## src/design/uart_pkg.sv

```systemverilog
`default_nettype none

package uart_pkg;

  // frame format and oversampling
  localparam int DATA_BITS  = 8;
  localparam int OVERSAMPLE = 16;
  localparam int HALF_BIT   = 8;
  localparam int BAUD_DIV   = 4;   // sys_clk cycles per baud tick
  localparam int FIFO_DEPTH = 8;

  // counter widths
  localparam int BAUD_W = $clog2(BAUD_DIV);
  localparam int TICK_W = $clog2(OVERSAMPLE);
  localparam int BIT_W  = $clog2(DATA_BITS + 1);
  localparam int PTR_W  = $clog2(FIFO_DEPTH);
  localparam int CNT_W  = $clog2(FIFO_DEPTH + 1);

  // terminal counts, sized to their counters
  localparam logic [BAUD_W-1:0] BAUD_LAST = BAUD_W'(BAUD_DIV - 1);
  localparam logic [TICK_W-1:0] TICK_LAST = TICK_W'(OVERSAMPLE - 1);
  localparam logic [TICK_W-1:0] TICK_HALF = TICK_W'(HALF_BIT - 1);
  localparam logic [BIT_W-1:0]  BIT_LAST  = BIT_W'(DATA_BITS - 1);
  localparam logic [BIT_W-1:0]  BIT_ALL   = BIT_W'(DATA_BITS);
  localparam logic [CNT_W-1:0]  FIFO_FULL = CNT_W'(FIFO_DEPTH);

  typedef struct packed {
    logic                 frame_err; // stop bit was low
    logic [DATA_BITS-1:0] data;
  } rx_frame_t;

  typedef enum logic [2:0] {
    RX_IDLE,
    RX_CENTRE,
    RX_WAIT,
    RX_SAMPLE,
    RX_STOP
  } rx_state_t;

  typedef enum logic [1:0] {
    TX_IDLE,
    TX_START,
    TX_DATA,
    TX_STOP
  } tx_state_t;

endpackage

`default_nettype wire

```

## src/design/baud_tick_gen.sv

```systemverilog
`timescale 1ns/1ns
`default_nettype none

module baud_tick_gen (
  input  logic sys_clk,
  input  logic sys_rst_l,
  output logic baud_tick
);

  logic [uart_pkg::BAUD_W-1:0] div_cnt;

  // free running divider, one tick per wrap
  always_ff @(posedge sys_clk or negedge sys_rst_l) begin
    if (!sys_rst_l) begin
      div_cnt   <= '0;
      baud_tick <= 1'b0;
    end else if (div_cnt == uart_pkg::BAUD_LAST) begin
      div_cnt   <= '0;
      baud_tick <= 1'b1;
    end else begin
      div_cnt   <= div_cnt + 1'b1;
      baud_tick <= 1'b0;
    end
  end

endmodule

`default_nettype wire

```

## src/design/byte_fifo.sv

```systemverilog
`timescale 1ns/1ns
`default_nettype none

module byte_fifo (
  input  logic       sys_clk,
  input  logic       sys_rst_l,
  input  logic       push,
  input  logic [7:0] push_data,
  input  logic       pop,
  output logic [7:0] head,
  output logic       empty,
  output logic       overflow
);

  logic [7:0] mem [uart_pkg::FIFO_DEPTH];

  logic [uart_pkg::PTR_W-1:0] wr_ptr;
  logic [uart_pkg::PTR_W-1:0] rd_ptr;
  logic [uart_pkg::CNT_W-1:0] count;

  logic full;
  logic do_push;
  logic do_pop;

  assign full    = (count == uart_pkg::FIFO_FULL);
  assign empty   = (count == '0);
  assign do_push = push && !full;
  assign do_pop  = pop && !empty;
  assign head    = mem[rd_ptr]; // oldest byte

  always_ff @(posedge sys_clk) begin
    if (do_push) begin
      mem[wr_ptr] <= push_data;
    end
  end

  always_ff @(posedge sys_clk or negedge sys_rst_l) begin
    if (!sys_rst_l) begin
      wr_ptr   <= '0;
      rd_ptr   <= '0;
      count    <= '0;
      overflow <= 1'b0;
    end else begin
      if (do_push) begin
        wr_ptr <= wr_ptr + 1'b1; // depth is a power of two
      end
      if (do_pop) begin
        rd_ptr <= rd_ptr + 1'b1;
      end
      case ({do_push, do_pop})
        2'b10:   count <= count + 1'b1;
        2'b01:   count <= count - 1'b1;
        default: count <= count;
      endcase
      if (push && full) begin
        overflow <= 1'b1; // byte lost, held until reset
      end
    end
  end

  a_no_pop_empty: assert property (
    @(posedge sys_clk) disable iff (!sys_rst_l) pop |-> !empty
  );

endmodule

`default_nettype wire

```

## src/design/uart_echo_top.sv

```systemverilog
`timescale 1ns/1ns
`default_nettype none

module uart_echo_top (
  input  logic sys_clk,
  input  logic sys_rst_l,
  input  logic rxd,
  input  logic pause,
  output logic txd,
  output logic frame_err,
  output logic overflow
);

  logic                baud_tick;
  logic                rx_valid;
  uart_pkg::rx_frame_t rx_frame;
  logic                push;
  logic                pop;
  logic                empty;
  logic [7:0]          head;

  // only good frames reach the fifo
  assign push      = rx_valid && !rx_frame.frame_err;
  assign frame_err = rx_valid && rx_frame.frame_err;

  baud_tick_gen baud_tick_gen_i (
    .sys_clk   (sys_clk),
    .sys_rst_l (sys_rst_l),
    .baud_tick (baud_tick)
  );

  uart_rx uart_rx_i (
    .sys_clk   (sys_clk),
    .sys_rst_l (sys_rst_l),
    .baud_tick (baud_tick),
    .rxd       (rxd),
    .rx_valid  (rx_valid),
    .rx_frame  (rx_frame)
  );

  byte_fifo byte_fifo_i (
    .sys_clk   (sys_clk),
    .sys_rst_l (sys_rst_l),
    .push      (push),
    .push_data (rx_frame.data),
    .pop       (pop),
    .head      (head),
    .empty     (empty),
    .overflow  (overflow)
  );

  uart_tx uart_tx_i (
    .sys_clk   (sys_clk),
    .sys_rst_l (sys_rst_l),
    .baud_tick (baud_tick),
    .empty     (empty),
    .head      (head),
    .pause     (pause),
    .pop       (pop),
    .txd       (txd)
  );

endmodule

`default_nettype wire

```

## src/design/uart_rx.sv

```systemverilog
`timescale 1ns/1ns
`default_nettype none

module uart_rx (
  input  logic                sys_clk,
  input  logic                sys_rst_l,
  input  logic                baud_tick,
  input  logic                rxd,
  output logic                rx_valid,
  output uart_pkg::rx_frame_t rx_frame
);

  logic rx_meta;
  logic rx_sync;

  uart_pkg::rx_state_t state;

  logic [uart_pkg::TICK_W-1:0]    tick_cnt;
  logic [uart_pkg::BIT_W-1:0]     bit_cnt;
  logic [uart_pkg::DATA_BITS-1:0] shreg;

  // two stage synchronizer, idles at mark level
  always_ff @(posedge sys_clk or negedge sys_rst_l) begin
    if (!sys_rst_l) begin
      rx_meta <= 1'b1;
      rx_sync <= 1'b1;
    end else begin
      rx_meta <= rxd;
      rx_sync <= rx_meta;
    end
  end

  always_ff @(posedge sys_clk or negedge sys_rst_l) begin
    if (!sys_rst_l) begin
      state    <= uart_pkg::RX_IDLE;
      tick_cnt <= '0;
      bit_cnt  <= '0;
      rx_valid <= 1'b0;
    end else begin
      rx_valid <= 1'b0;
      case (state)
        uart_pkg::RX_IDLE: begin
          tick_cnt <= '0;
          bit_cnt  <= '0;
          if (!rx_sync) begin
            state <= uart_pkg::RX_CENTRE; // falling edge of start bit
          end
        end
        uart_pkg::RX_CENTRE: begin
          if (baud_tick) begin
            if (tick_cnt == uart_pkg::TICK_HALF) begin
              tick_cnt <= '0;
              // line back high at mid start bit means a glitch
              if (rx_sync) begin
                state <= uart_pkg::RX_IDLE;
              end else begin
                state <= uart_pkg::RX_WAIT;
              end
            end else begin
              tick_cnt <= tick_cnt + 1'b1;
            end
          end
        end
        uart_pkg::RX_WAIT: begin
          if (baud_tick) begin
            if (tick_cnt == uart_pkg::TICK_LAST) begin
              tick_cnt <= '0;
              if (bit_cnt == uart_pkg::BIT_ALL) begin
                state <= uart_pkg::RX_STOP;
              end else begin
                state <= uart_pkg::RX_SAMPLE;
              end
            end else begin
              tick_cnt <= tick_cnt + 1'b1;
            end
          end
        end
        uart_pkg::RX_SAMPLE: begin
          bit_cnt <= bit_cnt + 1'b1;
          state   <= uart_pkg::RX_WAIT;
        end
        uart_pkg::RX_STOP: begin
          rx_valid <= 1'b1;
          state    <= uart_pkg::RX_IDLE;
        end
        default: begin
          state <= uart_pkg::RX_IDLE;
        end
      endcase
    end
  end

  // data path, lsb arrives first so shift towards bit 0
  always_ff @(posedge sys_clk) begin
    if (state == uart_pkg::RX_SAMPLE) begin
      shreg <= {rx_sync, shreg[uart_pkg::DATA_BITS-1:1]};
    end
    if (state == uart_pkg::RX_STOP) begin
      rx_frame.data      <= shreg;
      rx_frame.frame_err <= ~rx_sync;
    end
  end

  a_valid_single: assert property (
    @(posedge sys_clk) disable iff (!sys_rst_l) rx_valid |=> !rx_valid
  );

  a_state_legal: assert property (
    @(posedge sys_clk) disable iff (!sys_rst_l)
    state inside {uart_pkg::RX_IDLE, uart_pkg::RX_CENTRE, uart_pkg::RX_WAIT,
                  uart_pkg::RX_SAMPLE, uart_pkg::RX_STOP}
  );

endmodule

`default_nettype wire

```

## src/design/uart_tx.sv

```systemverilog
`timescale 1ns/1ns
`default_nettype none

module uart_tx (
  input  logic       sys_clk,
  input  logic       sys_rst_l,
  input  logic       baud_tick,
  input  logic       empty,
  input  logic [7:0] head,
  input  logic       pause,
  output logic       pop,
  output logic       txd
);

  uart_pkg::tx_state_t state;

  logic [uart_pkg::TICK_W-1:0]    tick_cnt;
  logic [uart_pkg::BIT_W-1:0]     bit_cnt;
  logic [uart_pkg::DATA_BITS-1:0] shreg;

  logic bit_end;
  logic shift_en;

  assign pop      = (state == uart_pkg::TX_IDLE) && !empty && !pause;
  assign bit_end  = baud_tick && (tick_cnt == uart_pkg::TICK_LAST);
  assign shift_en = bit_end &&
                    (state == uart_pkg::TX_START || state == uart_pkg::TX_DATA);

  always_ff @(posedge sys_clk or negedge sys_rst_l) begin
    if (!sys_rst_l) begin
      state    <= uart_pkg::TX_IDLE;
      tick_cnt <= '0;
      bit_cnt  <= '0;
      txd      <= 1'b1;
    end else begin
      case (state)
        uart_pkg::TX_IDLE: begin
          tick_cnt <= '0;
          bit_cnt  <= '0;
          if (pop) begin
            state <= uart_pkg::TX_START;
          end
        end
        uart_pkg::TX_START: begin
          if (baud_tick && txd) begin
            txd <= 1'b0; // start bit aligned to the tick
          end else if (bit_end) begin
            tick_cnt <= '0;
            txd      <= shreg[0];
            state    <= uart_pkg::TX_DATA;
          end else if (baud_tick) begin
            tick_cnt <= tick_cnt + 1'b1;
          end
        end
        uart_pkg::TX_DATA: begin
          if (bit_end) begin
            tick_cnt <= '0;
            if (bit_cnt == uart_pkg::BIT_LAST) begin
              txd   <= 1'b1;
              state <= uart_pkg::TX_STOP;
            end else begin
              bit_cnt <= bit_cnt + 1'b1;
              txd     <= shreg[0];
            end
          end else if (baud_tick) begin
            tick_cnt <= tick_cnt + 1'b1;
          end
        end
        uart_pkg::TX_STOP: begin
          if (bit_end) begin
            tick_cnt <= '0;
            state    <= uart_pkg::TX_IDLE;
          end else if (baud_tick) begin
            tick_cnt <= tick_cnt + 1'b1;
          end
        end
        default: begin
          state <= uart_pkg::TX_IDLE;
        end
      endcase
    end
  end

  // byte captured on pop, then shifted out lsb first
  always_ff @(posedge sys_clk) begin
    if (pop) begin
      shreg <= head;
    end else if (shift_en) begin
      shreg <= shreg >> 1;
    end
  end

  a_idle_mark: assert property (
    @(posedge sys_clk) disable iff (!sys_rst_l) (state == uart_pkg::TX_IDLE) |-> txd
  );

endmodule

`default_nettype wire

```

## config.mk

```make
export PLATFORM = sky130hd
export DESIGN_NAME = uart_echo_top
export DESIGN_NICKNAME = d
export VERILOG_FILES = /design/src/design/uart_pkg.sv /design/src/design/baud_tick_gen.sv /design/src/design/byte_fifo.sv /design/src/design/uart_echo_top.sv /design/src/design/uart_rx.sv /design/src/design/uart_tx.sv
export SDC_FILE = /design/constraint.sdc
export NUM_CORES = 1
export LEC_CHECK = 0
export BUFFER_PORTS_ARGS = -buffer_cell sky130_fd_sc_hd__buf_4
export CORE_ASPECT_RATIO = 0.9
export CORE_UTILIZATION = 45
export DETAILED_ROUTE_END_ITERATION = 8
export PLACE_DENSITY = 0.56
export SETUP_SLACK_MARGIN = 0.1
export SKIP_LAST_GASP = 1
export SLEW_MARGIN = 20
export SYNTH_ARGS = -nofsm -noshare
export SYNTH_HDL_FRONTEND = slang
export SYNTH_HIERARCHICAL = 1
export SYNTH_SLANG_ARGS = --single-unit
```

## constraint.sdc

```tcl
create_clock -name sys_clk -period 5.95 [get_ports sys_clk]
set_clock_uncertainty 0.1 [all_clocks]
set_input_delay 0.8925 -clock sys_clk [delete_from_list [all_inputs] [get_ports sys_clk]]
set_output_delay 0.8925 -clock sys_clk [all_outputs]
set_load 0.05 [all_outputs]
```

# == Yosys cells after proc, flatten, opt, wreduce, memory -nomap -nowiden ==
# Memories as Yosys holds them, arrays and structs flattened.
# Cells that the tools add are included.
# totals
reg_bits,64
ram_bits,64
inputBits,4
output_inout_bits,3
wordCells,131
memories,1
# mem_list
memory,depth,word_bits,rd,rd_clocked_by_memory_dff,wr,line,text
byte_fifo_i.mem,8,8,1,0,1,byte_fifo.sv:15,logic [7:0] mem [uart_pkg::FIFO_DEPTH];
# classes
add_sub_neg,9
n_eq_ne,29
mux,41
n_bitwise,1
n_reduce_logical,30
# op_table
op,n
two-way mux 4 bit,9
case mux 4 bit (2 select lines),3
case mux 4 bit (3 select lines),2
adder 4 x 1 -> 4 bit (second input constant),5
two-way mux 3 bit,6
equality test 4 bit (second input constant),4
two-way mux 2 bit,8
two-way mux 8 bit,2
!= test 2 bit (second input constant),7
case mux 3 bit (4 select lines),1
logical AND 1 bit,10
!= test 2 x 1 -> 1 bit (second input constant),5
nonzero test 2 bit,5
AND reduction 3 bit,3
equality test 2 bit (second input constant),4
equality test 4 x 3 -> 1 bit (second input constant),2
two-way mux 1 bit,8
case mux 2 bit (4 select lines),1
adder 3 x 1 -> 3 bit (second input constant),2
equality test 3 x 2 -> 1 bit (second input constant),2
AND reduction 6 bit,1
AND reduction 5 bit,1
equality test 2 x 1 -> 1 bit (second input constant),2
zero test 1 bit,4
other kinds (13),13

# == Logic depth before layout (Yosys ltp) ==
# depth
ltp_word,7
ltp_mapped,11
ltp_nobuf,10

# == Hierarchy ==
# The synthesis kept the hierarchy.
# by_module_without_submodules
module,n_inst,cells_per_inst,area_each_um2,seq_area_each_um2
byte_fifo,1,162,3156.8,2197.1
uart_rx,1,107,1343.8,863.3
uart_tx,1,94,1057.3,516.7
baud_tick_gen,1,5,91.3,75.1
uart_echo_top,1,2,16.3,0.0

# == Worst setup path after synthesis ==
# Ideal clock, no wire load.
# synth_timing
kind,in2reg
start,input port pause
end,register byte_fifo_i/count[3] (netlist name)
setup_ns,0.134
arrival_time_ns,2.892
required_ns,5.716
path_slack_ns,2.824
path_stages,9
n_path_buf,1
cell_sequence,nor3b_1 buf_2 o41ai_1 inv_1 ha_1 ha_1 or4b_2 o311ai_0 o211ai_1
# synth_between
elab_chain_cells,5
elab_cells_between_ends,7
cone_classes,eq/ne: 2; mux: 1; reduce/logical: 4
# synth_lines
item,line,text
from (decl),uart_echo_top.sv:8,"input logic pause,"
zero test 1 bit (*),uart_tx.sv:24,assign pop = (state == uart_pkg::TX_IDLE) && !empty && !pause;
logical AND 1 bit (*),uart_tx.sv:24,
via pop,uart_echo_top.sv:18,logic pop;
logical AND 1 bit (*),byte_fifo.sv:28,assign do_pop = pop && !empty;
via byte_fifo_i.do_pop,byte_fifo.sv:23,logic do_pop;
equality test 2 x 1 -> 1 bit or equality test 2 bit (tied branches),byte_fifo.sv:50,"case ({do_push, do_pop})"
case mux 4 bit (2 select lines) or nonzero test 2 bit (tied branches),-,
to (signal assigned),byte_fifo.sv:51,2'b10: count <= count + 1'b1;
to (signal assigned),byte_fifo.sv:52,2'b01: count <= count - 1'b1;
to (signal assigned),byte_fifo.sv:53,default: count <= count;
to (decl),byte_fifo.sv:19,logic [uart_pkg::CNT_W-1:0] count;
# Mark *: on every way through the listed nets, which the timed path passes. The rest lies on a longest branch.
# A chain may end at the register's enable or synchronous reset.

# == Worst setup path after layout ==
# layout_timing
start,register byte_fifo_i/count[0] (netlist name)
end,register byte_fifo_i/count[3] (netlist name)
# layout_between
elab_chain_cells,7
elab_cells_between_ends,14
cone_classes,add/sub: 2; eq/ne: 3; mux: 1; reduce/logical: 8
# layout_lines
item,line,text
zero test 4 bit (*),byte_fifo.sv:26,assign empty = (count == '0);
via empty,uart_echo_top.sv:19,logic empty;
zero test 1 bit (*),uart_tx.sv:24,
logical AND 1 bit (*) (2 in series),uart_tx.sv:24,
via pop,uart_echo_top.sv:18,
logical AND 1 bit (*),byte_fifo.sv:28,
via byte_fifo_i.do_pop,byte_fifo.sv:23,
equality test 2 x 1 -> 1 bit or equality test 2 bit (tied branches),byte_fifo.sv:50,
case mux 4 bit (2 select lines) or nonzero test 2 bit (tied branches),-,
# Marks and branches as above.

==> results.py <==
metrics = {
    "run_status": {
        "outcome": "finished, final reports clean",
    },
    "clocking": {
        "clock-root-buffer": "clkbuf_16",
        "clk_pin_slew_ns": 0.05,
        "cts_buffers": 17,
        "htree_levels": 4,
        "post-cts-setup-buffers": 0,
        "cts_hold_buf": 0,
        "cts_max_path_buffers": 2,
        "cts_tree": "done",
        "cts-resized-gates": 0,
        "clk_latency_ns": 0.41,
        "clock-sinks": 128,
    },
    "sta": {
        "max-slew-margin-rel_pct": 35.5,
        "fmax_mhz": 303,
        "setup_tns_ns": 0,
        "drv_slew": 0,
        "hold_viol": 0,
        "finalCriticalPeriod_ns": 3.30,
        "setup_ws_ns": 2.65,
        "period_share_pct": 55.4,
        "final-setup-viol-count": 0,
        "rsz0062_at_grt": "no",
        "tightest_slew_ns": 0.965,
        "hold_ws_ns": 0.256,
    },
    "global_route": {
        "first_global_vias": 3093,
        "overflow": 0,
        "track_usage_pct": 17.2,
        "grt_pass1_wl_um": 16200,
        "antenna_found_initial": 0,
        "grt_max_degree": 40,
    },
    "logic_synthesis": {
        "synth_top_flop_cell": "edfxtp_1",
        "synth_top_area_cell": "edfxtp_1",
        "async_reset_ff_share_pct": 30.5,
        "ys_seq_area_share_pct": 64.5,
        "synthCells": 370,
        "yosys_warnings": 6,
        "synth.area.top_cells": "edfxtp_1 (47%), dfrtp_1 (16%), mux4_1 (7.4%)",
        "synthDistinctLibCells": 64,
        "ys_ff_latch": 128,
        "synth_edf_count": 89,
        "yosysTopAreaCellShare_pct": 47.2,
        "synth_nets": 391,
        "synth.avg_cell_area_sq_um": 15.3,
        "syn_area_sq_mm": 0.00567,
    },
    "place": {
        "port_buffers": 6,
        "dp_slack_ns": 2.48,
        "place_congestion": 0.803,
        "hpwl_um": 6290,
    },
    "setup_path": {
        "reg2reg_slack_ns": 2.65,
        "timing.rr.start": "byte_fifo_i/count[0]$_DFFE_PN0P_",
        "start_kind": "flip-flop",
        "crit_chain": "nor4_1 > nor3b_1 > buf_4 > o41ai_1 > inv_1 > ha_1 > ha_1 > or4b_2 > o311ai_0 > o211ai_1",
        "crit_top_cell": "ha_1",
        "crit_type": "flip-flop to flip-flop",
        "endpoint_kind": "flip-flop",
        "crit_start": "byte_fifo_i/count[0]$_DFFE_PN0P_",
        "required_ns": 6.13,
        "critical_path.max_stage_delay_ns": 0.66,
        "critPathMaxFanout": 10,
        "cpMaxStageDelayCell": "or4b_2",
        "arrival_ns": 3.48,
    },
    "routing": {
        "drc": 0,
        "num_vias": 3042,
        "wire_per_inst_um": 18.1,
        "detail_route.vias_per_cell": 5.48,
        "routed_wl_um": 10100,
        "first_iter_violations": 213,
        "antenna_left": 0,
        "first_pass_iters": 4,
    },
    "pwr": {
        "power.switching_mw": 0.478,
        "clkPwrFrac_pct": 47.7,
        "leakagePower_nw": 2.36,
        "ir_drop_v": 0.000175,
        "p_int_mw": 1.67,
        "power_frac_comb_pct": 4.9,
        "switching_share_pct": 22.3,
        "p_total_mw": 2.15,
        "seqPwrFrac_pct": 47.4,
        "cellPowerDensity_mw_per_mm2": 335,
    },
    "floorplan": {
        "core_area_sq_mm": 0.0122,
        "boundaryPins": 7,
        "fp-row-count": 38,
        "die_y_um": 108,
        "floorplan.initialDensity_pct": 46.5,
        "die-area_sq_mm": 0.0130,
        "die_w_um": 120,
    },
    "cells_and_area": {
        "area_growth_syn_to_layout_pct": 13.2,
        "antenna_cells": 0,
        "layout-drive-gt1-share_pct": 19.2,
        "nets": 403,
    },
    "worst_hold_path": {
        "min_from": "uart_rx_i/rx_meta$_DFF_PN1_",
        "hp-class": "flip-flop to flip-flop",
    },
    "job": {
        "max-cap-violations": 0,
    },
}
worst max-delay path, delay by kind of cell, from the launching register on:
family / cells / cell delay (ns)
and+or+nand+nor: 3 / 1.15
adders and majority gates: 2 / 0.70
buffers and inverters: 2 / 0.36
AOI/OAI and AO/OA: 3 / 0.40
DFF: 1 / 0.45
cell families (layout without fill, tap and decap cells):
group           after synthesis  count (layout)  synth area share, %
xor+xnor                      7               7                 1.08
buf+inv                      32              57                 3.16
fa+ha+maj                    19              19                 4.26
flops                       128             128                 64.5
simple gates                 91              91                 8.55
mux                          41              41                 12.3
compound gates               52              52                 6.16
worst paths after layout:
path | depth (start not counted) | endpoint
max | 10 | byte_fifo_i/count[3]$_DFFE_PN0P_
min | 0 | uart_rx_i/rx_sync$_DFF_PN1_
max reg2reg | 10 | byte_fifo_i/count[3]$_DFFE_PN0P_
min reg2reg | 0 | uart_rx_i/rx_sync$_DFF_PN1_
max in group asynchronous | 1 | uart_rx_i/rx_meta$_DFF_PN1_
min in group asynchronous | 1 | uart_tx_i/bit_cnt[0]$_DFFE_PN0P_
state kept, by name (all words and copies together), names as in the netlist, 2 cells and up:
| name | count |
|---|---|
| uart_rx_i/shreg | 8 |
| uart_rx_i/bit_cnt | 4 |
| uart_tx_i/state | 2 |
| uart_rx_i/state | 3 |
| byte_fifo_i/rd_ptr | 3 |
| uart_rx_i/tick_cnt | 4 |
| uart_tx_i/shreg | 8 |
| byte_fifo_i/mem | 64 |
| byte_fifo_i/wr_ptr | 3 |
| baud_tick_gen_i/div_cnt | 2 |
| uart_tx_i/tick_cnt | 4 |
| uart_tx_i/bit_cnt | 4 |
| byte_fifo_i/count | 4 |
| uart_rx_i/rx_frame | 9 |
cell type report:
cell class | count | area [sq um]
fill | 1015 | 5760
sequential | 128 | 3650
multi-input combinational | 210 | 1840
clock buffer | 21 | 460
tap | 160 | 200
clock inverter | 11 | 133
inverter | 17 | 63.8
timing repair buffer | 8 | 60.1
layout by cell type (no fill, tap or decap), drive strengths merged, types with 3 or more instances in the layout:
master / Yosys / final
edfxtp: 89 / 89
nand3: 9 / 9
a21oi: 15 / 15
nor2: 14 / 14
and3: 5 / 5
nand4: 3 / 3
and2: 4 / 4
nand2: 27 / 27
inv: 17 / 18
buf: 12 / 8
nor3: 7 / 7
ha: 16 / 16
mux2: 19 / 19
dfstp: 3 / 3
nand3b: 3 / 3
nand2b: 5 / 5
dfrtp: 36 / 36
mux2i: 6 / 6
nor3b: 5 / 5
clkinv: 0 / 6
a22o: 3 / 3
o21ai: 11 / 11
o22ai: 3 / 3
xnor2: 6 / 6
clkbuf: 3 / 21
mux4: 16 / 16
routing by layer:
metal / GRT usage, % / up-vias / wire [um]
li1: - / 1445 / -
met3: 5.17 / 4 / 524
met2: 25.7 / 66 / 4610
met4: 6.53 / 0 / 44
met5: 0 / - / 0
met1: 23.7 / 1527 / 4880
cell usage after synthesis, types with 2 or more instances:
library cell,n
a21oi_1,15
a22o_1,3
a31oi_1,2
and2_1,2
and2_2,2
and3_1,2
and3_2,3
buf_2,4
buf_4,3
buf_6,3
clkbuf_1,2
dfrtp_1,36
dfstp_2,3
edfxtp_1,89
ha_1,16
inv_1,16
mux2_2,18
mux2i_1,6
mux4_1,16
nand2_1,27
nand2b_1,5
nand3_1,9
nand3b_1,3
nand4_1,3
nor2_1,13
nor2b_1,2
nor3_1,7
nor3b_1,5
nor4_1,2
o21ai_0,10
o21bai_1,2
o22ai_1,3
o41ai_1,2
xnor2_1,6
stage by stage:
stage / instances / utilization, % / instance area, sq um
6_report: 555 / 52.7 / 6410
3_3_place_gp: 523 / 47.8 / 5820
3_5_place_dp: 523 / 47.8 / 5820
2_1_floorplan: 370 / - / 5670
4_1_cts: 555 / 52.7 / 6410
5_1_grt: 555 / 52.7 / 6410
power groups by stage:
stage / Combinational, mW / Clock, mW / Sequential [mW]
after detailed placement: 0.106 / 0 / 1.03
after global routing: 0.122 / 1.09 / 1.02
after floorplan: 0.101 / 0 / 1.01
final: 0.106 / 1.02 / 1.02
after CTS: 0.106 / 1.04 / 1.02
after global placement: 0.102 / 0 / 1.03
Power figures use the tool's default switching activity.
